<file path="src/common/rtc_pkg.sv">
package rtc_pkg;

  ////////////////////////////////////////////////////////////
  // Field and bus widths
  ////////////////////////////////////////////////////////////

  // Two BCD digits, tens in [7:4]
  typedef logic [7:0] bcd_t;

  // Field number 1..10, 0 means none
  typedef logic [3:0] field_idx_t;

  // Clock chip register address
  typedef logic [7:0] reg_addr_t;

  // Fixed by the chip's address map
  localparam int NUM_FIELDS = 10;

  ////////////////////////////////////////////////////////////
  // Update controller states
  ////////////////////////////////////////////////////////////

  typedef enum logic [2:0] {
    st_idle       = 3'd0,
    st_mode_check = 3'd1,
    st_setup      = 3'd2,
    st_write      = 3'd3,
    st_next_field = 3'd4,
    st_timer_run  = 3'd5,
    st_timer_off  = 3'd6,
    st_done       = 3'd7
  } upd_state_t;

endpackage

</file>
<file path="src/design/field_store.sv">
`timescale 1ns/1ns

module field_store (
  input  logic               clk,
  input  logic               rst,
  input  logic               load,
  input  rtc_pkg::field_idx_t load_field,
  input  rtc_pkg::bcd_t      load_value,
  input  rtc_pkg::field_idx_t rd_field,
  output rtc_pkg::bcd_t      field_value
);

  // Entry 0 unused, fields are numbered from 1
  rtc_pkg::bcd_t fields [1:rtc_pkg::NUM_FIELDS];

  logic load_ok;
  logic rd_ok;

  assign load_ok = (load_field >= 4'd1) && (load_field <= rtc_pkg::NUM_FIELDS);
  assign rd_ok   = (rd_field >= 4'd1) && (rd_field <= rtc_pkg::NUM_FIELDS);

  always_ff @(posedge clk)
  begin
    if (rst)
    begin
      for (int i = 1; i <= rtc_pkg::NUM_FIELDS; i++)
      begin
        fields[i] <= '0;
      end
    end
    else if (load && load_ok)
    begin
      fields[load_field] <= load_value;
    end
  end

  // Out of range index reads as 00
  always_comb
  begin
    if (rd_ok)
      field_value = fields[rd_field];
    else
      field_value = '0;
  end

endmodule

</file>
<file path="src/design/adjust_requests.sv">
`timescale 1ns/1ns

module adjust_requests (
  input  logic               clk,
  input  logic               rst,
  input  logic               key_up,
  input  logic               key_down,
  input  rtc_pkg::field_idx_t key_field,
  input  logic               clear_req,
  input  rtc_pkg::field_idx_t clear_field,
  input  rtc_pkg::field_idx_t rd_field,
  output logic               req_up,
  output logic               req_down
);

  logic up_flags   [1:rtc_pkg::NUM_FIELDS];
  logic down_flags [1:rtc_pkg::NUM_FIELDS];
  logic key_hit;
  logic rd_ok;

  assign key_hit = key_up || key_down;
  assign rd_ok   = (rd_field >= 4'd1) && (rd_field <= rtc_pkg::NUM_FIELDS);

  always_ff @(posedge clk)
  begin
    if (rst)
    begin
      for (int i = 1; i <= rtc_pkg::NUM_FIELDS; i++)
      begin
        up_flags[i]   <= 1'b0;
        down_flags[i] <= 1'b0;
      end
    end
    else
    begin
      for (int i = 1; i <= rtc_pkg::NUM_FIELDS; i++)
      begin
        // A key press on the field being cleared keeps both flags
        if (clear_req && clear_field == rtc_pkg::field_idx_t'(i) &&
            !(key_hit && key_field == rtc_pkg::field_idx_t'(i)))
        begin
          up_flags[i]   <= 1'b0;
          down_flags[i] <= 1'b0;
        end
        if (key_up && key_field == rtc_pkg::field_idx_t'(i))
          up_flags[i] <= 1'b1;
        if (key_down && key_field == rtc_pkg::field_idx_t'(i))
          down_flags[i] <= 1'b1;
      end
    end
  end

  assign req_up   = rd_ok ? up_flags[rd_field] : 1'b0;
  assign req_down = rd_ok ? down_flags[rd_field] : 1'b0;

endmodule

</file>
<file path="src/design/rtc_update_fsm.sv">
`timescale 1ns/1ns

module rtc_update_fsm (
  input  logic                clk,
  input  logic                rst,
  input  logic                start,
  input  logic                timer_mode,
  input  logic                alarm,
  input  logic                wr_done,
  input  rtc_pkg::bcd_t       field_value,
  input  logic                req_up,
  input  logic                req_down,
  output rtc_pkg::field_idx_t rd_field,
  output logic                clear_req,
  output rtc_pkg::field_idx_t clear_field,
  output logic                wr_strobe,
  output rtc_pkg::reg_addr_t  wr_addr,
  output rtc_pkg::bcd_t       wr_data,
  output logic                sweep_done
);

  // Control register and its alarm enable bit
  localparam rtc_pkg::reg_addr_t CTRL_ADDR = 8'h00;
  localparam rtc_pkg::bcd_t      ALARM_ON  = 8'h08;

  rtc_pkg::upd_state_t state;
  rtc_pkg::upd_state_t next_state;
  rtc_pkg::field_idx_t field_cnt;
  rtc_pkg::field_idx_t cur_field;
  rtc_pkg::bcd_t       adj_value;
  rtc_pkg::reg_addr_t  field_addr;

  ////////////////////////////////////////////////////////////
  // BCD step and address map
  ////////////////////////////////////////////////////////////

  // Up beats down; minutes style wrap 59 -> 00, 00 stays 00 on down
  function automatic rtc_pkg::bcd_t bcd_adjust(
    input rtc_pkg::bcd_t value,
    input logic          up,
    input logic          down
  );
    logic [3:0] tens;
    logic [3:0] ones;
    tens = value[7:4];
    ones = value[3:0];
    if (up)
    begin
      if (ones == 4'd9)
      begin
        ones = 4'd0;
        tens = (tens == 4'd5) ? 4'd0 : tens + 4'd1;
      end
      else
        ones = ones + 4'd1;
    end
    else if (down)
    begin
      if (ones == 4'd0)
      begin
        if (tens != 4'd0)
        begin
          tens = tens - 4'd1;
          ones = 4'd9;
        end
      end
      else
        ones = ones - 4'd1;
    end
    return {tens, ones};
  endfunction

  // Time fields at 0x21.., date fields at 0x41..
  function automatic rtc_pkg::reg_addr_t field_to_addr(input rtc_pkg::field_idx_t f);
    rtc_pkg::reg_addr_t addr;
    if (f >= 4'd1 && f <= 4'd7)
      addr = 8'h20 + {4'h0, f};
    else if (f >= 4'd8 && f <= 4'd10)
      addr = 8'h41 + ({4'h0, f} - 8'd8);
    else
      addr = 8'h00;
    return addr;
  endfunction

  assign adj_value  = bcd_adjust(field_value, req_up, req_down);
  assign field_addr = field_to_addr(field_cnt);

  ////////////////////////////////////////////////////////////
  // Next state
  ////////////////////////////////////////////////////////////

  always_comb
  begin
    next_state = state;
    case (state)
      rtc_pkg::st_idle:
        next_state = rtc_pkg::st_mode_check;
      rtc_pkg::st_mode_check:
      begin
        if (timer_mode)
          next_state = rtc_pkg::st_timer_run;
        else
          next_state = rtc_pkg::st_setup;
      end
      rtc_pkg::st_setup:
        next_state = rtc_pkg::st_write;
      rtc_pkg::st_write:
      begin
        if (wr_done)
          next_state = rtc_pkg::st_next_field;
      end
      rtc_pkg::st_next_field:
      begin
        if (field_cnt == rtc_pkg::field_idx_t'(rtc_pkg::NUM_FIELDS))
          next_state = rtc_pkg::st_done;
        else
          next_state = rtc_pkg::st_setup;
      end
      rtc_pkg::st_timer_run:
      begin
        if (wr_done)
          next_state = rtc_pkg::st_timer_off;
      end
      rtc_pkg::st_timer_off:
      begin
        if (wr_done)
          next_state = rtc_pkg::st_done;
      end
      rtc_pkg::st_done:
        next_state = rtc_pkg::st_idle;
      default:
        next_state = rtc_pkg::st_idle;
    endcase
  end

  ////////////////////////////////////////////////////////////
  // State and registered outputs
  ////////////////////////////////////////////////////////////

  // Outputs follow the current state, so they trail it by a cycle
  always_ff @(posedge clk)
  begin
    if (rst || !start)
    begin
      state       <= rtc_pkg::st_idle;
      field_cnt   <= 4'd1;
      cur_field   <= '0;
      rd_field    <= '0;
      clear_req   <= 1'b0;
      clear_field <= '0;
      wr_strobe   <= 1'b0;
      wr_addr     <= '0;
      wr_data     <= '0;
      sweep_done  <= 1'b0;
    end
    else
    begin
      state       <= next_state;
      rd_field    <= '0;
      clear_req   <= 1'b0;
      clear_field <= '0;
      wr_strobe   <= 1'b0;
      wr_addr     <= '0;
      wr_data     <= '0;
      sweep_done  <= 1'b0;
      case (state)
        rtc_pkg::st_setup:
        begin
          rd_field <= field_cnt;
          wr_addr  <= field_addr;
        end
        rtc_pkg::st_write:
        begin
          rd_field  <= field_cnt;
          cur_field <= field_cnt;
          wr_strobe <= 1'b1;
          wr_addr   <= field_addr;
          wr_data   <= adj_value;
        end
        rtc_pkg::st_next_field:
        begin
          clear_req   <= 1'b1;
          clear_field <= cur_field;
          field_cnt   <= field_cnt + 4'd1;
        end
        rtc_pkg::st_timer_run,
        rtc_pkg::st_timer_off:
        begin
          wr_strobe <= 1'b1;
          wr_addr   <= CTRL_ADDR;
          wr_data   <= alarm ? ALARM_ON : 8'h00;
        end
        rtc_pkg::st_done:
        begin
          sweep_done <= 1'b1;
          field_cnt  <= 4'd1;
          cur_field  <= '0;
        end
        default:
        begin
        end
      endcase
    end
  end

endmodule

</file>
<file path="src/design/rtc_setter_top.sv">
`timescale 1ns/1ns

module rtc_setter_top (
  input  logic                clk,
  input  logic                rst,
  input  logic                load,
  input  rtc_pkg::field_idx_t load_field,
  input  rtc_pkg::bcd_t       load_value,
  input  logic                key_up,
  input  logic                key_down,
  input  rtc_pkg::field_idx_t key_field,
  input  logic                start,
  input  logic                timer_mode,
  input  logic                alarm,
  input  logic                wr_done,
  output logic                wr_strobe,
  output rtc_pkg::reg_addr_t  wr_addr,
  output rtc_pkg::bcd_t       wr_data,
  output logic                sweep_done
);

  rtc_pkg::field_idx_t rd_field;
  rtc_pkg::bcd_t       field_value;
  logic                req_up;
  logic                req_down;
  logic                clear_req;
  rtc_pkg::field_idx_t clear_field;

  field_store u_store (
    .clk         (clk),
    .rst         (rst),
    .load        (load),
    .load_field  (load_field),
    .load_value  (load_value),
    .rd_field    (rd_field),
    .field_value (field_value)
  );

  adjust_requests u_requests (
    .clk         (clk),
    .rst         (rst),
    .key_up      (key_up),
    .key_down    (key_down),
    .key_field   (key_field),
    .clear_req   (clear_req),
    .clear_field (clear_field),
    .rd_field    (rd_field),
    .req_up      (req_up),
    .req_down    (req_down)
  );

  // Walks the fields, or does the two control writes in timer mode
  rtc_update_fsm u_fsm (
    .clk         (clk),
    .rst         (rst),
    .start       (start),
    .timer_mode  (timer_mode),
    .alarm       (alarm),
    .wr_done     (wr_done),
    .field_value (field_value),
    .req_up      (req_up),
    .req_down    (req_down),
    .rd_field    (rd_field),
    .clear_req   (clear_req),
    .clear_field (clear_field),
    .wr_strobe   (wr_strobe),
    .wr_addr     (wr_addr),
    .wr_data     (wr_data),
    .sweep_done  (sweep_done)
  );

endmodule

</file>
<file path="config.mk">
export PLATFORM = sky130hd
export DESIGN_NAME = rtc_setter_top
export DESIGN_NICKNAME = d
export VERILOG_FILES = /design/src/common/rtc_pkg.sv /design/src/design/field_store.sv /design/src/design/adjust_requests.sv /design/src/design/rtc_update_fsm.sv /design/src/design/rtc_setter_top.sv
export SDC_FILE = /design/constraint.sdc
export NUM_CORES = 1
export LEC_CHECK = 0
export BUFFER_PORTS_ARGS = -buffer_cell sky130_fd_sc_hd__buf_4
export CORE_ASPECT_RATIO = 0.7
export CORE_UTILIZATION = 30
export CTS_BUF_LIST = sky130_fd_sc_hd__clkbuf_4 sky130_fd_sc_hd__clkbuf_8 sky130_fd_sc_hd__clkbuf_16
export CTS_CLUSTER_DIAMETER = 60
export CTS_CLUSTER_SIZE = 25
export DETAILED_ROUTE_END_ITERATION = 8
export PLACE_DENSITY = 0.5
export SYNTH_ARGS = -nofsm -noshare
export SYNTH_HDL_FRONTEND = slang
export SYNTH_SLANG_ARGS = --single-unit
</file>
<file path="constraint.sdc">
create_clock -name clk -period 6.9 [get_ports clk]
set_input_delay 0.69 -clock clk [delete_from_list [all_inputs] [get_ports clk]]
set_output_delay 0.69 -clock clk [all_outputs]
set_load 0.01 [all_outputs]
</file>
# Word-level counts from Yosys, hierarchy flattened
# Memory sizes are Yosys's and may differ from the RTL's. A register that Yosys moved wholly into a read port is not among the register bits.
# Index checks and enable logic that the tools add are counted.
[word_totals] mem_count=3 inputBits=25 mem_bits_rw=100 elab_cells=354 ff_bits=38 out_inout_bits=18
[op_classes] n_eq_ne=33 n_lt_le_gt_ge=8 muxes=170 add_sub_neg=8 n_reduce_logical=80 n_bitwise=42
[memory_table] name="u_store.fields" words=10 word_bits=8 rd=1 rd_clocked_by_memory_dff=1 wr=10 line_no="field_store.sv:14" source="rtc_pkg::bcd_t fields [1:rtc_pkg::NUM_FIELDS];"
[memory_table] name="u_requests.down_flags" words=10 word_bits=1 rd=1 rd_clocked_by_memory_dff=1 wr=10 line_no="adjust_requests.sv:17" source="logic down_flags [1:rtc_pkg::NUM_FIELDS];"
[memory_table] name="u_requests.up_flags" words=10 word_bits=1 rd=1 rd_clocked_by_memory_dff=1 wr=10 line_no="adjust_requests.sv:16" source="logic up_flags [1:rtc_pkg::NUM_FIELDS];"
[ops] op="$mux 1" n=141
[ops] op="$mux 4" n=16
[ops] op="$logic_and 1x1->1" n=55
[ops] op="$or 1x1->1" n=40
[ops] op="$eq 4x3->1 const B" n=9
[ops] op="$eq 4x4->1 const B" n=8
[ops] op="$mux 8" n=4
[ops] op="$pmux 3 s8" n=1
[ops] op="$eq 4x2->1 const B" n=4
[ops] op="$pmux 4 s2" n=2
[ops] op="$pmux 8 s2" n=1
[ops] op="$mux 3" n=5
[ops] op="$add 4x1->4 const B" n=3
[ops] op="$eq 3x3->1 const B" n=4
[ops] op="$ge 4x1->1 const B" n=3
[ops] op="$le 4x4->1 const B" n=3
[ops] op="$logic_not 1->1" n=11
[ops] op="$add 7x8->8 const A" n=1
[ops] op="$eq 4x1->1 const B" n=2
[ops] op="$reduce_or 2->1" n=4
[ops] op="$reduce_or 8->1" n=1
[ops] op="$sub 4x1->4 const B" n=2
[ops] op="$add 6x4->7 const A" n=1
[ops] op="$eq 3x2->1 const B" n=2
[ops] op="13 further kinds" n=18

# Longest topological paths before layout
# Gate-level depths: netlist of run 1.
[depth] ltp_word=9 mapped_depth=12 ltp_nobuf=10

# Modules after synthesis
# From an unflattened synthesis of run 1, not the netlist that was laid out.
[unflattened] cells_unflattened=669 hier_area_um2=7347.0
[by_module_without_submodules] mod="field_store" area_per_inst_um2=3867.5 n_inst=1 cells_each=280
[by_module_without_submodules] mod="rtc_update_fsm" area_per_inst_um2=1945.6 n_inst=1 cells_each=222
[by_module_without_submodules] mod="adjust_requests" area_per_inst_um2=1534.0 n_inst=1 cells_each=167

# Least setup slack after synthesis of run 1
# OpenSTA, ideal clock, no wires.
[synth_path] kind="register -> register" from="register u_fsm.rd_field[0]" to="register u_fsm.wr_data[5]" stages_incl_launch_ff=13 setup_time_ns=0.067 slack_ns=3.875 t_arrival_ns=2.958 path_buffers=2 cell_sequence="dfxtp_1 -> buf_6 -> buf_2 -> mux4_2 -> nand2_1 -> o21ai_1 -> inv_1 -> ha_1 -> inv_1 -> or3_4 -> or4_4 -> o22a_1 -> a21oi_2"
[synth_via] elab_chain_len=9 word_cells_on_any_way=19 classes_between="2 x add/sub; 2 x order compare; 2 x eq/ne; 10 x mux; 3 x reduce/logical"
[synth_lines] item="from (decl)" line_no="rtc_update_fsm.sv:13" source="output rtc_pkg::field_idx_t rd_field,"
[synth_lines] item="from (signal assigned)" line_no="rtc_update_fsm.sv:169" source="rd_field <= field_cnt;"
[synth_lines] item="from (signal assigned)" line_no="rtc_update_fsm.sv:174" source="rd_field <= field_cnt;"
[synth_lines] item="$ge 4x1->1 or $le 4x4->1 (tied branches)" line_no="field_store.sv:20, adjust_requests.sv:22"
[synth_lines] item="$logic_and 1x1->1 (*)" line_no="field_store.sv:20, adjust_requests.sv:22"
[synth_lines] item="$mux 8" line_no="field_store.sv:40" source="if (rd_ok)"
[synth_lines] item="$sub 4x1->4 or $reduce_bool 4->1 (tied branches)" line_no="rtc_update_fsm.sv:63, rtc_update_fsm.sv:61"
[synth_lines] item="$mux 4" line_no="rtc_update_fsm.sv:61" source="if (tens != 4'd0)"
[synth_lines] item="$mux 4" line_no="rtc_update_fsm.sv:59" source="if (ones == 4'd0)"
[synth_lines] item="$mux 4" line_no="rtc_update_fsm.sv:57" source="else if (down)"
[synth_lines] item="$mux 4 (*)" line_no="rtc_update_fsm.sv:47" source="if (up)"
[synth_lines] item="$pmux 8 s2 (*)" line_no="rtc_update_fsm.sv:166" source="case (state)"
[synth_lines] item="to (signal assigned)" line_no="rtc_update_fsm.sv:178" source="wr_data <= adj_value;"
[synth_lines] item="to (signal assigned)" line_no="rtc_update_fsm.sv:191" source="wr_data <= alarm ? ALARM_ON : 8'h00;"
[synth_lines] item="to (decl)" line_no="rtc_update_fsm.sv:18" source="output rtc_pkg::bcd_t wr_data,"
# Every way passes the cells marked *; elsewhere a longest branch is shown, timed or not.
# A chain may end at the register's enable or synchronous reset.

# Worst setup path after layout of run 1
[layout_path] from="register u_fsm.rd_field[1]" to="register u_fsm.wr_data[0]"
[layout_via] elab_chain_len=9 word_cells_on_any_way=17 classes_between="2 x add/sub; 2 x order compare; 1 x eq/ne; 9 x mux; 3 x reduce/logical"
[layout_lines] item="$ge 4x1->1 or $le 4x4->1 (tied branches)" line_no="field_store.sv:20, adjust_requests.sv:22"
[layout_lines] item="$logic_and 1x1->1 (*)" line_no="field_store.sv:20, adjust_requests.sv:22"
[layout_lines] item="parallel branches: the longest is 5 deep, another holds $sub 4x1->4"
[layout_lines] item="$mux 4 (*)" line_no="rtc_update_fsm.sv:47"
[layout_lines] item="$pmux 8 s2 (*)" line_no="rtc_update_fsm.sv:166"
# Mark *: on every way between the ends.

==> results of run 1 <==
[through the flow]
step           setup WS, ns  area [sq um]  hold slack [ns]  total power [mW]   util
3_5_place_dp           3.33          7720            0.453              1.05  0.336
2_1_floorplan          3.88          7140            0.417              1.00      -
4_1_cts                3.32          8250            0.468              1.88  0.359
3_3_place_gp           3.49          7720            0.443              1.05  0.336
5_1_grt                2.99          8250            0.488              1.92  0.359
6_report               3.22          8250            0.470              1.86  0.359
[flip-flops by register name (all words and copies together) (netlist names), 7 cells and up]
signal	cells
u_fsm.wr_addr	7
u_store.fields	80
u_requests.down_flags	10
u_fsm.wr_data	8
u_requests.up_flags	10
[cells in the mapped netlist, types with 7 or more instances]
master	number	area, sq um
nand2b_1	18	113
ha_1	11	138
nor3_1	19	95.1
nor2b_1	11	68.8
mux2i_1	21	210
mux4_2	14	315
nand2_1	65	244
a21oi_1	19	95.1
edfxtp_1	100	3000
clkbuf_1	23	86.3
a211oi_1	7	52.6
o21ai_0	14	70.1
and2_1	86	538
or2_2	10	62.6
a221o_1	21	210
nor2_1	61	229
inv_1	20	75.1
dfxtp_1	37	741
nand3_1	10	50.1
[routing by layer]
| metal | GRT usage | vias up | part of all wire |
|---|---|---|---|
| li1 | - | 2442 | - |
| met1 | 0.236 | 2540 | 0.52 |
| met2 | 0.213 | 169 | 0.41 |
| met3 | 0.0304 | 12 | 0.054 |
| met4 | 0.0481 | 0 | 0.0080 |
| met5 | 0 | - | 0 |
[cell families after synthesis]
family,synth area share
xor gates and xnor gates,0.00368
other,0.000525
DFF,0.525
adders and majority gates,0.0193
muxes,0.0826
AOI/OAI and AO/OA,0.106
and+or+nand+nor,0.228
buffers and inverters,0.0358
[worst paths after layout]
kind / startpoint / to / depth (start not counted)
worst max-delay path: u_fsm.rd_field[1] / u_fsm.wr_data[0] / 10
worst min-delay path: u_fsm.cur_field[0] / u_fsm.cur_field[0] / 2
worst max register to register: u_fsm.rd_field[1] / u_fsm.wr_data[0] / 10
worst min register to register: u_fsm.cur_field[0] / u_fsm.cur_field[0] / 2
[critical path, stage by stage, from the launching register on]
cell	delay, ns
dfxtp_2	1.06
mux2i_1	0.22
mux4_2	0.49
o21ai_1	0.44
inv_1	0.11
ha_1	0.22
inv_1	0.10
nor3_1	0.11
a21oi_1	0.23
nor3_1	0.07
a2111oi_0	0.47
[cell type report]
type | instances | share of cell area
Sequential cell | 137 | 0.454
Multi-Input combinational cell | 465 | 0.383
Clock buffer | 20 | 0.0543
Tap cell | 312 | 0.0473
Timing Repair Buffer | 47 | 0.0428
Clock inverter | 11 | 0.0100
Inverter | 20 | 0.00910
[power by group]
group	total (mW)	internal (mW)	switching (mW)	leakage [nW]
clock	0.828	0.497	0.331	0.257
combinational	0.0982	0.0367	0.0616	1.37
sequential	0.932	0.918	0.0138	1.25
==> run summary, run 1 <==
H-tree lvl count: 4
Starting Density: 0.311
Pwr dens: 225 nW/um^2
Clock Tree Root: clkbuf_16
GR Util All Layers: 0.154
CTS Buf Count: 17
DRT Wirelength: 18.2 mm
Syn_nets: 696
Outcome: finished clean
Layout Cells excl Fill: 1012
Largest net degree at the start of global routing: 49
Global-route wire length before repair: 28.3 mm
Hold Fails Final Rpt: 0
Sequential element share of the synthesized area: 0.525
Die Height: 131 um
Final Critical Period: 3.68 ns
Clock Tree Buf Depth: 2
Area of the multi-input gates: 3160 sq um
RSZ-0062 raised after global routing: false
Ys async rst share: 0
Syn Area/Cell: 10.8 sq um
Die X: 186 um
Port Buffers: 41
DP HPWL: 13.0 mm
FF+latch area: 3740 sq um
Synthesis-to-finish area growth: 15.6%
CP required: 7.17 ns
Post-cts sizing count: 0
Vias per inst: 5.10
Iteration-0 DRC Markers: 469
Arr. time, crit path: 3.95 ns
Worst vdd ir: 0.170 mV
Synth Cell Area: 7140 sq um
CTS tree: built
Endpoint class of the critical path: register
Synth warn: 0
Sink Count: 137
Worst-Skew Late Latency: 0.42 ns
Nets: 724
Yosys reg bits: 137
# Post-CTS Setup Buffers: 0
Drt pass-1 iters: 5
Routability congestion estimate: 0.829
Crit start category: register
Max Cap Violations: 0
Post-DR wirelength/cell: 18.0 um
CORE AREA: 23000 sq um
Std-Cell Rows: 46
Layout fillers: 2226
Measured slew at the worst slew-check pin: 1.11 ns
Post-Syn Instances: 660
Critical path class: register to register
Vias after detailed routing: 5163
Die ar.: 24400 sq um
Relative slew slack: 0.259
FF-to-FF setup slack: 3.22 ns
ANT nets after route: 0
Critical Path Fanout Max: 48
I/O pins: 43
Vias in the first global route: 4779
GRT Residual Overflow: 0
Share of post-route cells with drive strength above 1: 0.161
Leak: 2.88 nW
Final Setup Violations: 0
Fmax: 0.272 GHz
Initial antenna violation count: 0
Hold WC Path Type: register to register
Fin Clk Skew: 0.00806 ns
Detailed-route DRC error count: 0
Count of final max-slew check failures: 0
EDFF count, synth: 100
Worst-path clk slew: 0.06 ns
Cell variety after synth: 69
Top_reg_cell synth: edfxtp_1
Commonest non-fill, non-tap cell in the layout: edfxtp_1
Commonest cells after routing, fill and taps aside: edfxtp_1, and2_1, nand2_1
Setup TNS: 0 ns
Placed cells: 981
# hold bufs at CTS: 0
Ant diodes: 0
Tcrit/Tclk final: 0.533
Power figures use the tool's default switching activity.
==> inputs of run 2 (changes only) <==
clock period = 3.4 ns   (was 6.9 ns; I/O delays follow)
==> run 2 against run 1 <==
Against the previous run:
- combinational power up 100%
- largest cell class unchanged
- non-clock buffer count up 16
- critical path type unchanged
- first-iteration DRC count down 0.43%
- largest power group unchanged
==> run summary, run 2 (synthesis gave the netlist of run 1 again) <==
Clock Tree Buf Depth: 2
Routability congestion estimate: 0.832
Layout fillers: 2248
Share of post-route cells with drive strength above 1: 0.181
Iteration-0 DRC Markers: 467
Worst-path clk slew: 0.06 ns
Leak: 2.97 nW
I/O pins: 43
CP required: 3.65 ns
Worst vdd ir: 0.354 mV
ANT nets after route: 0
Vias in the first global route: 4880
Die ar.: 24400 sq um
Port Buffers: 41
Biggest regs: u_store.fields: 80 flops, u_requests.down_flags: 10 flops, u_requests.up_flags: 10 flops
Count of final max-slew check failures: 0
DP HPWL: 13.4 mm
Area of the multi-input gates: 3140 sq um
GR Util All Layers: 0.156
Final Setup Violations: 0
Pre-CTS setup slack: 0.254 ns
Vias per inst: 5.02
Vias after detailed routing: 5163
Final Critical Period: 3.05 ns
Largest net degree at the start of global routing: 40
CTS Buf Count: 17
FF+latch area: 3750 sq um
Fin Clk Skew: 0.00745 ns
Pwr dens: 464 nW/um^2
Die X: 186 um
Nets: 740
Hold Fails Final Rpt: 0
Most flops, register: u_store.fields
Critical Path Fanout Max: 19
Hold WC Path Type: input pin to register
Max Cap Violations: 0
Fmax: 0.328 GHz
Tcrit/Tclk final: 0.896
Sink Count: 137
Relative slew slack: 0.257
Setup TNS: 0 ns
DRT Wirelength: 18.4 mm
Commonest non-fill, non-tap cell in the layout: edfxtp_1
Total power: 3.89 mW
Critical path class: register to register
Worst-Skew Late Latency: 0.42 ns
Synthesis-to-finish area growth: 17.5%
Detailed-route DRC error count: 0
PnR worst setup slack: 0.354 ns
Post-route cell area: 8390 sq um
Std-Cell Rows: 46
Clock Tree Root: clkbuf_16
Placed cell area: 7820 sq um
Outcome: finished clean
Initial antenna violation count: 0
Post-DR wirelength/cell: 17.9 um
CTS tree: built
Die Height: 131 um
Ant diodes: 0
Crit start category: register
Measured slew at the worst slew-check pin: 1.10 ns
GRT Residual Overflow: 0
# hold bufs at CTS: 0
Global-route wire length before repair: 28.4 mm
Starting Density: 0.311
CORE AREA: 23000 sq um
RSZ-0062 raised after global routing: false
Largest register FFs: 80
Endpoint class of the critical path: register
Arr. time, crit path: 3.30 ns
H-tree lvl count: 4
Commonest cells after routing, fill and taps aside: edfxtp_1, and2_1, nand2_1
Drt pass-1 iters: 5
-- run 2: cell types whose count changed in the layout (fill, tap and decap cells not counted), moves of 2 or more --
| cell | change |
|---|---|
| nor4b_1 | +2 |
| buf_4 | +16 |
| clkinv_1 | -3 |
| clkinv_2 | +3 |
| clkinvlp_4 | +2 |
| clkbuf_4 | -2 |
| nor4b_2 | -2 |
-- run 2: power by group --
group	internal, mW	total [mW]	leakage (nW)	switching (mW)
Sequential	1.86	1.90	1.25	0.0336
Combinational	0.0749	0.201	1.45	0.126
Clock	1.08	1.80	0.270	0.720
-- run 2: critical path, stage by stage, from the launching register on --
cell and delay [ns]:
dfxtp_1 0.45, buf_4 0.21, buf_4 0.30, mux4_2 0.38, o21ai_1 0.23, inv_1 0.11
ha_1 0.21, and3_1 0.17, a21oi_1 0.20, nor3_1 0.07, a2111oi_0 0.54
-- run 2: stage by stage --
step / instances / utilization / hold slack, ns
floorplan: 660 / - / 0.417
global placement: 997 / 0.341 / 0.442
detailed placement: 997 / 0.341 / 0.448
CTS: 1029 / 0.365 / 0.259
global route: 1029 / 0.365 / 0.278
finish: 1029 / 0.365 / 0.280
-- run 2: area by class of cell --
type                            instances  share of cell area
Sequential cell                       137               0.447
Multi-Input combinational cell        465               0.374
Timing Repair Buffer                   63              0.0564
Clock buffer                           18              0.0516
Tap cell                              312              0.0465
Clock inverter                         14              0.0157
Inverter                               20             0.00895
-- run 2: repair_timing --
item / 4_1_cts / 5_1_grt
resized for setup: 0 / 1
buffers inserted: 0 / 0
endpoints found under the setup margin: 0 / 1
-- run 2: worst paths after layout --
| path | to | from | slack, ns | cells past startpoint |
|---|---|---|---|---|
| min | u_fsm.state[1] | timer_mode | 0.28 | 3 |
| max | u_fsm.wr_data[0] | u_fsm.rd_field[0] | 0.35 | 10 |
| max reg2reg | u_fsm.wr_data[0] | u_fsm.rd_field[0] | 0.35 | 10 |
| min reg2reg | u_fsm.cur_field[0] | u_fsm.cur_field[0] | 0.48 | 2 |
-- run 2: layer usage --
| layer | global-route usage | wire length, um | up-vias |
|---|---|---|---|
| met4 | 0.0423 | 167 | 0 |
| met1 | 0.234 | 9710 | 2514 |
| met5 | 0 | 0 | - |
| li1 | - | - | 2475 |
| met2 | 0.220 | 7650 | 155 |
| met3 | 0.0379 | 898 | 19 |
